### src/hw/vdma_params.svh
`ifndef VDMA_PARAMS_SVH
`define VDMA_PARAMS_SVH

// Pixel and memory word widths
`define VDMA_PIX_W          32
`define VDMA_WORD_W         256
`define VDMA_PIX_PER_WORD   8

// Word address, not byte address
`define VDMA_ADDR_W         29

// Every burst on the bus has this many beats
`define VDMA_BURST_LEN      8

// One frame is 256 pixels, so 4 bursts
`define VDMA_FRAME_WORDS    32

// Words in each channel buffer
`define VDMA_FIFO_DEPTH     16

// Word base address of each port
`define VDMA_PORT_BASE0     0
`define VDMA_PORT_BASE1     1024

`endif

### src/hw/vdma_pkg.sv
`include "vdma_params.svh"

package vdma_pkg;

    // Stream and memory data
    typedef logic [`VDMA_PIX_W-1:0]  pixel_t;
    // Pixel k sits in lane k, lane 0 at the LSBs
    typedef logic [`VDMA_WORD_W-1:0] word_t;
    typedef logic [`VDMA_ADDR_W-1:0] addr_t;

    // Burst command, length is always VDMA_BURST_LEN
    typedef struct packed {
        logic  valid;
        logic  write;
        addr_t addr;
    } mem_cmd_t;

    // Write beat, handshaked with wready
    typedef struct packed {
        logic  valid;
        word_t data;
        logic  last;
    } mem_wbeat_t;

    // Read beat, no ready
    typedef struct packed {
        logic  valid;
        word_t data;
        logic  last;
    } mem_rbeat_t;

    // Write channel FSM
    typedef enum logic [1:0] {
        WR_FILL,
        WR_CMD,
        WR_DATA,
        WR_DONE
    } wr_state_t;

    // Interconnect FSM
    typedef enum logic [1:0] {
        ARB_IDLE,
        ARB_WRITE,
        ARB_READ
    } arb_state_t;

endpackage

### src/hw/burst_interconnect.sv
`timescale 1ns/1ps

module burst_interconnect (
    input  logic                 axi_aclk,
    input  logic                 arst_n,
    input  vdma_pkg::mem_cmd_t   port_cmd [2],
    input  vdma_pkg::mem_wbeat_t port_wbeat [2],
    output logic [1:0]           port_cmd_ready,
    output logic [1:0]           port_wready,
    output vdma_pkg::mem_rbeat_t port_rbeat [2],
    output vdma_pkg::mem_cmd_t   mem_cmd,
    input  logic                 mem_cmd_ready,
    output vdma_pkg::mem_wbeat_t mem_wbeat,
    input  logic                 mem_wready,
    input  vdma_pkg::mem_rbeat_t mem_rbeat
);
    import vdma_pkg::*;

    arb_state_t state_q;
    logic       gnt_q;
    logic       rr_q;
    logic       cmd_sent_q;
    logic       pick;
    logic       burst_end;

    // Round robin, favoured port first
    assign pick = port_cmd[rr_q].valid ? rr_q : !rr_q;

    // Write ends on accepted last beat, read on delivered last beat
    assign burst_end = (state_q == ARB_WRITE && mem_wbeat.valid && mem_wready && mem_wbeat.last)
                    || (state_q == ARB_READ && mem_rbeat.valid && mem_rbeat.last);

    always_ff @(posedge axi_aclk or negedge arst_n) begin
        if (!arst_n) begin
            state_q    <= ARB_IDLE;
            gnt_q      <= 1'b0;
            rr_q       <= 1'b0;
            cmd_sent_q <= 1'b0;
        end else begin
            if (state_q == ARB_IDLE) begin
                // Grant one cycle after the command shows up
                if (port_cmd[0].valid || port_cmd[1].valid) begin
                    gnt_q      <= pick;
                    cmd_sent_q <= 1'b0;
                    state_q    <= port_cmd[pick].write ? ARB_WRITE : ARB_READ;
                end
            end else begin
                if (mem_cmd.valid && mem_cmd_ready) begin
                    cmd_sent_q <= 1'b1;
                end
                // Hand priority to the other port
                if (burst_end) begin
                    state_q <= ARB_IDLE;
                    rr_q    <= !gnt_q;
                end
            end
        end
    end

    always_comb begin
        mem_cmd         = port_cmd[gnt_q];
        mem_cmd.valid   = port_cmd[gnt_q].valid && (state_q != ARB_IDLE) && !cmd_sent_q;
        // Beats only after the command went out
        mem_wbeat       = port_wbeat[gnt_q];
        mem_wbeat.valid = port_wbeat[gnt_q].valid && (state_q == ARB_WRITE) && cmd_sent_q;
        for (int i = 0; i < 2; i++) begin
            port_cmd_ready[i]   = mem_cmd_ready && mem_cmd.valid && (gnt_q == 1'(i));
            port_wready[i]      = mem_wready && mem_wbeat.valid && (gnt_q == 1'(i));
            // Data broadcast, valid only to the granted reader
            port_rbeat[i]       = mem_rbeat;
            port_rbeat[i].valid = mem_rbeat.valid && (state_q == ARB_READ) && (gnt_q == 1'(i));
        end
    end

    // Granted port still shows the burst kind picked at grant time
    assert property (@(posedge axi_aclk) disable iff (!arst_n)
        mem_cmd.valid |-> (mem_cmd.write == (state_q == ARB_WRITE)))
        else $error("granted command changed kind");

    // Read data only for the one read burst in flight
    assert property (@(posedge axi_aclk) disable iff (!arst_n)
        mem_rbeat.valid |-> (state_q == ARB_READ) && cmd_sent_q)
        else $error("read beat outside a granted read burst");

endmodule

### config.mk
export PLATFORM = sky130hd
export DESIGN_NAME = burst_interconnect
export DESIGN_NICKNAME = d
export VERILOG_FILES = /design/src/hw/vdma_pkg.sv /design/src/hw/burst_interconnect.sv
export VERILOG_INCLUDE_DIRS = /design/src /design/src/hw
export SDC_FILE = /design/constraint.sdc
export NUM_CORES = 1
export LEC_CHECK = 0
export BUFFER_PORTS_ARGS = -buffer_cell sky130_fd_sc_hd__buf_2
export CAP_MARGIN = 10
export CORE_AREA = 4 4 635 637
export DETAILED_ROUTE_END_ITERATION = 12
export DIE_AREA = 0 0 639 641
export GPL_TIMING_DRIVEN = 0
export PLACE_DENSITY_LB_ADDON = 0.3
export SYNTH_ARGS = -nofsm -noshare
export SYNTH_HDL_FRONTEND = slang
export SYNTH_SLANG_ARGS = --single-unit
### constraint.sdc
create_clock -name axi_aclk -period 1.9 [get_ports axi_aclk]
set_clock_uncertainty 0.15 [all_clocks]
set_input_delay 0.19 -clock axi_aclk [delete_from_list [all_inputs] [get_ports axi_aclk]]
set_output_delay 0.19 -clock axi_aclk [all_outputs]
set_load 0.02 [all_outputs]
==> summary by stage, run 1 <==
Timing
The slack of the critical path is -284 ps. The routed design could run at a clock period as short as 2180 ps. The worst slew slack as a fraction of its limit is 0.639. At the pin with the least slew margin, the transition time is 545 ps. The post-route fraction of the period consumed by the critical path is 1.15. Setup repair after global routing could not meet its margin everywhere. The final count of negative-setup-slack endpoints is 293. The number of pins with negative max-slew slack in the final report is 0. The upper clock frequency limit is 458 MHz. The final number of hold-violating endpoints is 0.

Power and ir drop
The net switching power of the design is 14.5 mW. The share of total power dissipated in sequential elements is 0.010. In this run the power density over the cells is 981 nW/um^2. The total chip power is 22.4 mW. VDD sags by at most 0.613 mV. Of the total power, combinational logic draws 0.975.

The cell internal power dissipation is 7.89 mW. The static leakage power is 10.1 nW. Of the total power, the clock network draws 0.015.

The switching share of power is 0.648.

Synthesis
The synthesized netlist cell count is 883. The most used flip-flop cell after synthesis is sky130_fd_sc_hd__dfrtp_1. By area the synthesized netlist is led by sky130_fd_sc_hd__buf_4, sky130_fd_sc_hd__mux2_2, sky130_fd_sc_hd__buf_6, sky130_fd_sc_hd__dfrtp_1, sky130_fd_sc_hd__nand2_1. The share of synthesized area in the top cell type comes to 0.494. The share of synthesized flip-flops with an asynchronous set or reset is 1.00. The total of warnings raised by yosys is 0. The synthesized netlist contains 26 unique library cells. Of the synthesized area, sequential elements account for 0.0160. The cell taking the most area after synthesis is sky130_fd_sc_hd__buf_4.

The synthesized area per cell is 8.84 um^2. The synthesized cell area is 7810 um^2. Yosys mapped a number of flops with a built-in enable equal to 0. The net count after synthesis is 1723. Synthesis inferred 5 register bits.

Clock tree
The maximum buffer depth of the clock tree is 2. Clock tree synthesis inserted a total of 3 buffers. TritonCTS built the clock tree. CTS saw 5 sinks. The clock latency at the later pin of the worst-skew pair is 230 ps. After clock tree synthesis, the clock-pin slew on the worst setup and hold paths is 30 ps. The root cell of the clock tree is sky130_fd_sc_hd__clkbuf_16. In this run the number of H-tree levels came out at 1.

Die
The die is 639 um wide. In this run the count of I/O pins placed on the die edge is 1649. From bottom edge to top edge, the die measures 641 um. The floorplan has 232 rows. The initial utilization of the core area, before any placement, comes to 0.0196. The area of the die is 410000 um^2. The area of the core region is 398000 um^2.

Detailed routing
The residual DRC count is 0. The total wire length is 283000 um. The via count of the routed design is 12995. The pre-antenna-repair detailed-routing pass consisted of 4 iterations. The number of nets with antenna violations after routing is 0. After the first detailed-routing iteration, the DRC count stood at 714. Dividing the detail-routed wire length by the instance count gives 37.0 um. The via density per instance is 1.70.

GRT
The number of antenna violations at the first check in global routing is 285. Summed over all layers, the global routing overflow is 0. The number of global-route vias before repair is 11701. The first-pass GRT wire length is 303000 um. The total routing usage reported by global routing is 0.131. Entering global routing, the biggest net connects 11 pins.

Finish
Relative to the synthesized area, the layout overhead comes to 193%. Once layout is complete, the utilization of the core stands at 0.0575. At the end of the flow, the number of nets in the layout was 3125. Of the cells placed in the final design, the portion with a size suffix greater than 1 is 0.978.

Placed design
Port buffering added 1392 buffers. The detailed-placement wirelength estimate is 277000 um. The final weighted congestion in routability-driven placement is 1.06. Timing analysis after detailed placement gives a worst setup slack of -425 ps.

Setup path
STA puts the critical path data required time at 1560 ps. The endpoint class of the critical path is an output port. The sort of element at the start of the critical path is a register. The peak fanout along the critical path is 10. The kind of critical path is register to output port.

The critical path data arrival time is 1840 ps.

Run status
The final reports fail on negative setup slack. The run finished, with violations left.

Run
Across the run, the number of max-cap violations was 0.

Worst hold path
The path category of the worst min-delay check is primary input to register.
## cells in the mapped netlist, types with 2 or more instances
master and n:
sky130_fd_sc_hd__a21boi_0 2, sky130_fd_sc_hd__a21oi_1 2, sky130_fd_sc_hd__a32oi_1 2, sky130_fd_sc_hd__and3_1 2, sky130_fd_sc_hd__buf_2 5, sky130_fd_sc_hd__buf_4 514
sky130_fd_sc_hd__buf_6 27, sky130_fd_sc_hd__dfrtp_1 5, sky130_fd_sc_hd__inv_1 5, sky130_fd_sc_hd__mux2_2 285, sky130_fd_sc_hd__mux2i_1 2, sky130_fd_sc_hd__nand2_1 7
sky130_fd_sc_hd__nand4b_1 2, sky130_fd_sc_hd__nor2_1 5, sky130_fd_sc_hd__nor3_1 2, sky130_fd_sc_hd__nor3b_1 2, sky130_fd_sc_hd__o21ai_0 5
## layer usage
layer  GRT usage  vias up  part of all wire
met5           0        -            0.0047
met2       0.199     1403              0.42
met1       0.149     5622              0.39
li1            -     5342                 -
met4     0.00620      200            0.0092
met3       0.105      428              0.18
## timing repair
action,CTS,global route
setup endpoints to repair,293,295
endpoints found under the hold margin,5,0
gates cloned,1,0
pin swaps,0,1
buffers inserted,2,1
hold buffers,1,0
gates resized for setup,254,105
## kinds of logic (layout without fill, tap and decap cells)
| kind of cell | Yosys count | in the layout | share of synthesized area |
|---|---|---|---|
| multiplexers | 287 | 287 | 0.414 |
| AO/OA/AOI/OAI | 14 | 14 | 0.0125 |
| AND/OR/NAND/NOR | 25 | 25 | 0.0170 |
| buffers and inverters | 552 | 1953 | 0.541 |
| other | 0 | 85 | 0 |
| flip-flops | 5 | 5 | 0.0160 |
## per-stage QoR
step,TNS (ps),area [um^2],std cells,hold slack (ps)
2_1_floorplan,0,7810,883,-256
3_3_place_gp,-50120,21400,7540,-122
3_5_place_dp,-49330,21400,7540,-118
4_1_cts,-77510,22300,7548,114
5_1_grt,-79470,22700,7573,146
6_report,-55780,22900,7634,117
## area by class of cell
cell class | instances | area, um^2
Fill cell | 47307 | 375000
Inverter | 5 | 18.8
Buffer | 547 | 4380
Multi-Input combinational cell | 326 | 3630
Antenna cell | 85 | 213
Clock buffer | 4 | 78.8
Timing Repair Buffer | 1397 | 7840
Sequential cell | 5 | 125
Tap cell | 5265 | 6590
## placed cells by master, fill, tap and decap left out, types with 7 or more instances in the layout
cell and instances:
sky130_fd_sc_hd__buf_2 1250, sky130_fd_sc_hd__buf_4 576, sky130_fd_sc_hd__mux2_2 242, sky130_fd_sc_hd__diode_2 85
sky130_fd_sc_hd__buf_6 77, sky130_fd_sc_hd__mux2_4 43, sky130_fd_sc_hd__buf_12 25, sky130_fd_sc_hd__buf_8 9
sky130_fd_sc_hd__nand2_1 7
## flip-flops by register name, indices dropped and copies added, names as in the netlist
register,count
gnt_q,1
cmd_sent_q,1
rr_q,1
state_q,2
## worst max-delay path, stage by stage, from the launching register on
cell and delay, ps:
sky130_fd_sc_hd__dfrtp_1 360, sky130_fd_sc_hd__buf_12 190, sky130_fd_sc_hd__buf_16 210, sky130_fd_sc_hd__buf_12 150, sky130_fd_sc_hd__buf_12 140, sky130_fd_sc_hd__mux2_2 330, sky130_fd_sc_hd__buf_2 180
## path summary, 6_finish.rpt
path	start	end	slack, ps	depth (start not counted)
worst max-delay path	gnt_q$_DFFE_PN0P_	mem_wbeat[120]	-280	6
max in group asynchronous	arst_n	cmd_sent_q$_DFFE_PN0P_	1110	2
min in group asynchronous	arst_n	state_q[0]$_DFFE_PN0P_	350	2
worst max register to register	gnt_q$_DFFE_PN0P_	state_q[0]$_DFFE_PN0P_	260	5
worst min register to register	cmd_sent_q$_DFFE_PN0P_	cmd_sent_q$_DFFE_PN0P_	470	2
worst min-delay path	mem_cmd_ready	cmd_sent_q$_DFFE_PN0P_	120	3
## power groups by stage
| stage | clock (mW) | sequential (mW) | combinational [mW] |
|---|---|---|---|
| 3_3_place_gp | 0 | 0.223 | 21.3 |
| 2_1_floorplan | 0 | 0.205 | 8.54 |
| 5_1_grt | 0.357 | 0.248 | 23.4 |
| 3_5_place_dp | 0 | 0.224 | 21.3 |
| 4_1_cts | 0.347 | 0.227 | 23.0 |
| 6_report | 0.340 | 0.230 | 21.9 |
(Power assumes the default switching activity.)
==> run 2: changes to the inputs <==
Settings changed: ABC_AREA set to 1, CORE_AREA 4 4 635 637 to 4 4 638 640, DIE_AREA 0 0 639 641 to 0 0 642 644.
==> summary by stage, run 2 <==
Timing
The setup TNS after final layout is -68330 ps (-12550 ps). The upper clock frequency limit is 430 MHz (-6.1%). The slack of the critical path is -426 ps (-142 ps). The number of pins with negative max-slew slack in the final report came to 0 (unchanged).

The final count of negative-setup-slack endpoints is 297 (+1.4%). The final number of hold-violating endpoints came to 0 (unchanged). The post-route fraction of the period consumed by the critical path is 1.22 (+0.0746). The worst slew slack as a fraction of its limit is 0.643 (+0.00384). The transition time at the pin with the least slew margin came to 539 ps (-5.80 ps). Setup repair after global routing could not meet its margin everywhere. The clock period minus final worst setup slack came to 2330 ps (+142 ps).

Clock tree
The H-tree depth reported by CTS is 1 (unchanged). The clock slew seen by the registers of the worst setup and hold paths is 30 ps (about the same). The number of clock sinks is 5 (unchanged). The root cell of the clock tree is sky130_fd_sc_hd__clkbuf_16.

The maximum buffer depth of the clock tree is 2 (unchanged). The clock latency at the later pin of the worst-skew pair was 230 ps (about the same). The TritonCTS clock tree is done.

The TritonCTS buffer count is 3 (unchanged).

Synthesis
The total of warnings raised by yosys is 0 (unchanged). The share of the synthesized area in the top cell type is 0.493 (-0.000911). The synthesized area per cell is 5.27 um^2 (-40%). The net count after synthesis came to 2334 (+35%). The sequential cell area fraction in the yosys report is 0.0159 (-0.000122). Ranked by total cell area, the synthesized netlist is headed by sky130_fd_sc_hd__buf_4, sky130_fd_sc_hd__nand2_1, sky130_fd_sc_hd__buf_2, sky130_fd_sc_hd__buf_6, sky130_fd_sc_hd__dfrtp_1.

The share of synthesized flip-flops with an asynchronous set or reset was 1.00 (unchanged). The largest total area in the synthesized netlist belongs to sky130_fd_sc_hd__buf_4. The number of different library cells in the post-synthesis netlist is 17 (-35%).

The synthesized cell area was 7870 um^2 (+0.77%). The most frequent cell after synthesis is sky130_fd_sc_hd__nand2_1. The commonest cells after synthesis are sky130_fd_sc_hd__nand2_1, sky130_fd_sc_hd__buf_4, sky130_fd_sc_hd__buf_2. The commonest register cell after synthesis is sky130_fd_sc_hd__dfrtp_1. The synthesized netlist cell count is 1494 (+69%). The number of synthesized flops with an enable pin is 0 (unchanged).

The number of flip-flops and latches in the synthesized netlist is 5 (unchanged).

Die
The initial cell density of the core was 0.0196 (-0.0000197). The area of the core region was 401000 um^2 (+0.87%). The area of the die is 413000 um^2 (+0.94%). The number of placement rows is 233 (+0.43%). The number of top-level pins is 1649 (unchanged). The floorplan die width is 642 um (+0.47%). The vertical die dimension came to 644 um (+0.47%).

GRT
The total routing usage reported by global routing came to 0.137 (+0.00643). The met1 layer usage reported by global route is 0.169 (+0.0194). The pin count of the biggest net entering global routing came to 11 (unchanged). The global-route layer with the greatest usage is met2. The number of global-route vias before repair is 15662 (+34%). The first-pass GRT wire length is 332000 um (+9.4%).

The sum of overflow across all layers after global routing is 0 (unchanged). The met2 usage is 0.241 (+0.0421). The met3 demand-to-capacity share in global routing is 0.0447 (-0.0605). The number of antenna violations at the first check in global routing is 163 (-43%).

Detailed routing
The via count of the routed design is 16328 (+26%). The initial detailed-routing violation count is 778 (+9.0%). The number of iterations in the first detailed-routing pass is 5 (+1). The number of nets with antenna violations after routing came to 0 (unchanged). The residual DRC count came to 0 (unchanged). The wire length per cell after detailed routing was 35.9 um (-3.1%). The via density per instance was 1.95 (+15%). The total wire length is 300000 um (+6.2%).

Worst hold path
The path category of the worst min-delay check is primary input to register. The number of instances on the worst hold path came to 4 (+1). In this run the most critical hold path is launched from port_cmd[61]. The path with the worst hold slack has its endpoint at cmd_sent_q$_DFFE_PN0P_.

Setup path
The data required time of the critical path is 1560 ps (about the same). The register-to-register path setup slack is -40 ps (-300 ps). The capture instance of the worst register-to-register path is state_q[0]$_DFFE_PN0P_. The kind of critical path is register to output port. The endpoint class of the critical path is an output port.

The critical path data arrival time is 1990 ps (+150 ps). The sort of element at the start of the critical path is a register. The origin of the critical flop-to-flop path is gnt_q$_DFFE_PN0P_.

The worst reg-to-reg path cell count is 12 (+7). The peak fanout along the critical path is 6 (-4).

Power and ir drop
The static leakage power was 15.1 nW (+50%). The worst voltage drop across the vdd grid came to 0.726 mV (+18%). The power density over cell area is 1490 nW/um^2 (+51%). The total chip power is 48.8 mW (+120%).

Finish
The register with the highest flop count is state_q. The layout overhead on the synthesized area is 317%. The number of nets in the layout is 3871 (+24%). The most common cell after layout, fill and taps aside is sky130_fd_sc_hd__buf_2. The final core utilization was 0.0817 (+0.0243). The finished layout cell area is 32800 um^2 (+43%). The fraction of layout instances using a drive strength above 1 is 0.906 (-0.0722). The top cell types in the final layout, fill and taps aside, are sky130_fd_sc_hd__buf_2, sky130_fd_sc_hd__buf_4, sky130_fd_sc_hd__nand2_4, sky130_fd_sc_hd__nand2_1, sky130_fd_sc_hd__buf_12. The number of flip-flops in the largest register is 2 (unchanged).

Run status
The final reports fail on negative setup slack. The flow ran to the end, but the final reports show violations.

Placed design
The final weighted congestion in routability-driven placement is 1.05 (-1.2%). The worst setup timing slack at the placement stage came to -1470 ps (-1040 ps). The detailed-placement wirelength estimate is 280000 um (+1.1%).

The cell area reported after detailed placement is 21400 um^2 (+0.41%). The number of input and output port buffers inserted is 1392 (unchanged).

Run
The number of max-capacitance violations reported is 0 (unchanged).
## run 2: worst max-delay path by stage
stage | startpoint | to | slack, ps
6_report | gnt_q$_DFFE_PN0P_ | mem_wbeat[126] | -430
4_1_cts | gnt_q$_DFFE_PN0P_ | mem_wbeat[96] | -470
2_1_floorplan | gnt_q$_DFFE_PN0P_ | port_cmd_ready[0] | 170
3_5_place_dp | gnt_q$_DFFE_PN0P_ | mem_cmd[28] | -1470
5_1_grt | gnt_q$_DFFE_PN0P_ | mem_wbeat[126] | -430
3_3_place_gp | gnt_q$_DFFE_PN0P_ | mem_cmd[28] | -1460
## run 2: power by group
part,internal [mW],switching [mW]
sequential,0.160,0.0525
combinational,18.9,29.3
clock,0.278,0.0728
## run 2: cells by family after synthesis
| kind of cell | share of synthesized area |
|---|---|
| simple gates | 0.434 |
| buf+inv | 0.547 |
| flops | 0.0159 |
| compound gates | 0.00318 |
## run 2: repair_timing
item / CTS / global route
pin swaps: 110 / 130
hold endpoints to repair: 5 / 0
setup endpoints to repair: 296 / 297
setup buffers: 87 / 32
resized for setup: 1868 / 557
cloned: 33 / 9
hold buffers: 1 / 0
## run 2: metal layers
layer	part of all wire	up-vias
met3	0.083	304
met1	0.41	7570
li1	-	7090
met2	0.49	1284
met4	0.014	80
met5	0.0021	-
## run 2: per-stage QoR
stage	cells	hold slack [ps]
3_5_place_dp	8173	-122
5_1_grt	8334	229
2_1_floorplan	1494	-256
4_1_cts	8297	195
6_report	8366	195
3_3_place_gp	8173	-123
## run 2: final cells by class
class,count,area [um^2]
fill,47053,369000
timing repair buffer,1539,12700
multi-input combinational,903,8120
tap,5287,6620
buffer,572,5000
sequential,5,125
antenna,49,123
clock buffer,4,78.8
inverter,7,52.6
## run 2: worst max-delay path, cell delays in order (launching register included)
cell and delay [ps]:
sky130_fd_sc_hd__dfrtp_1 380, sky130_fd_sc_hd__buf_12 160, sky130_fd_sc_hd__buf_16 150, sky130_fd_sc_hd__buf_16 160
sky130_fd_sc_hd__buf_12 180, sky130_fd_sc_hd__buf_12 140, sky130_fd_sc_hd__nand2_2 220, sky130_fd_sc_hd__nand2_2 110
sky130_fd_sc_hd__buf_8 150
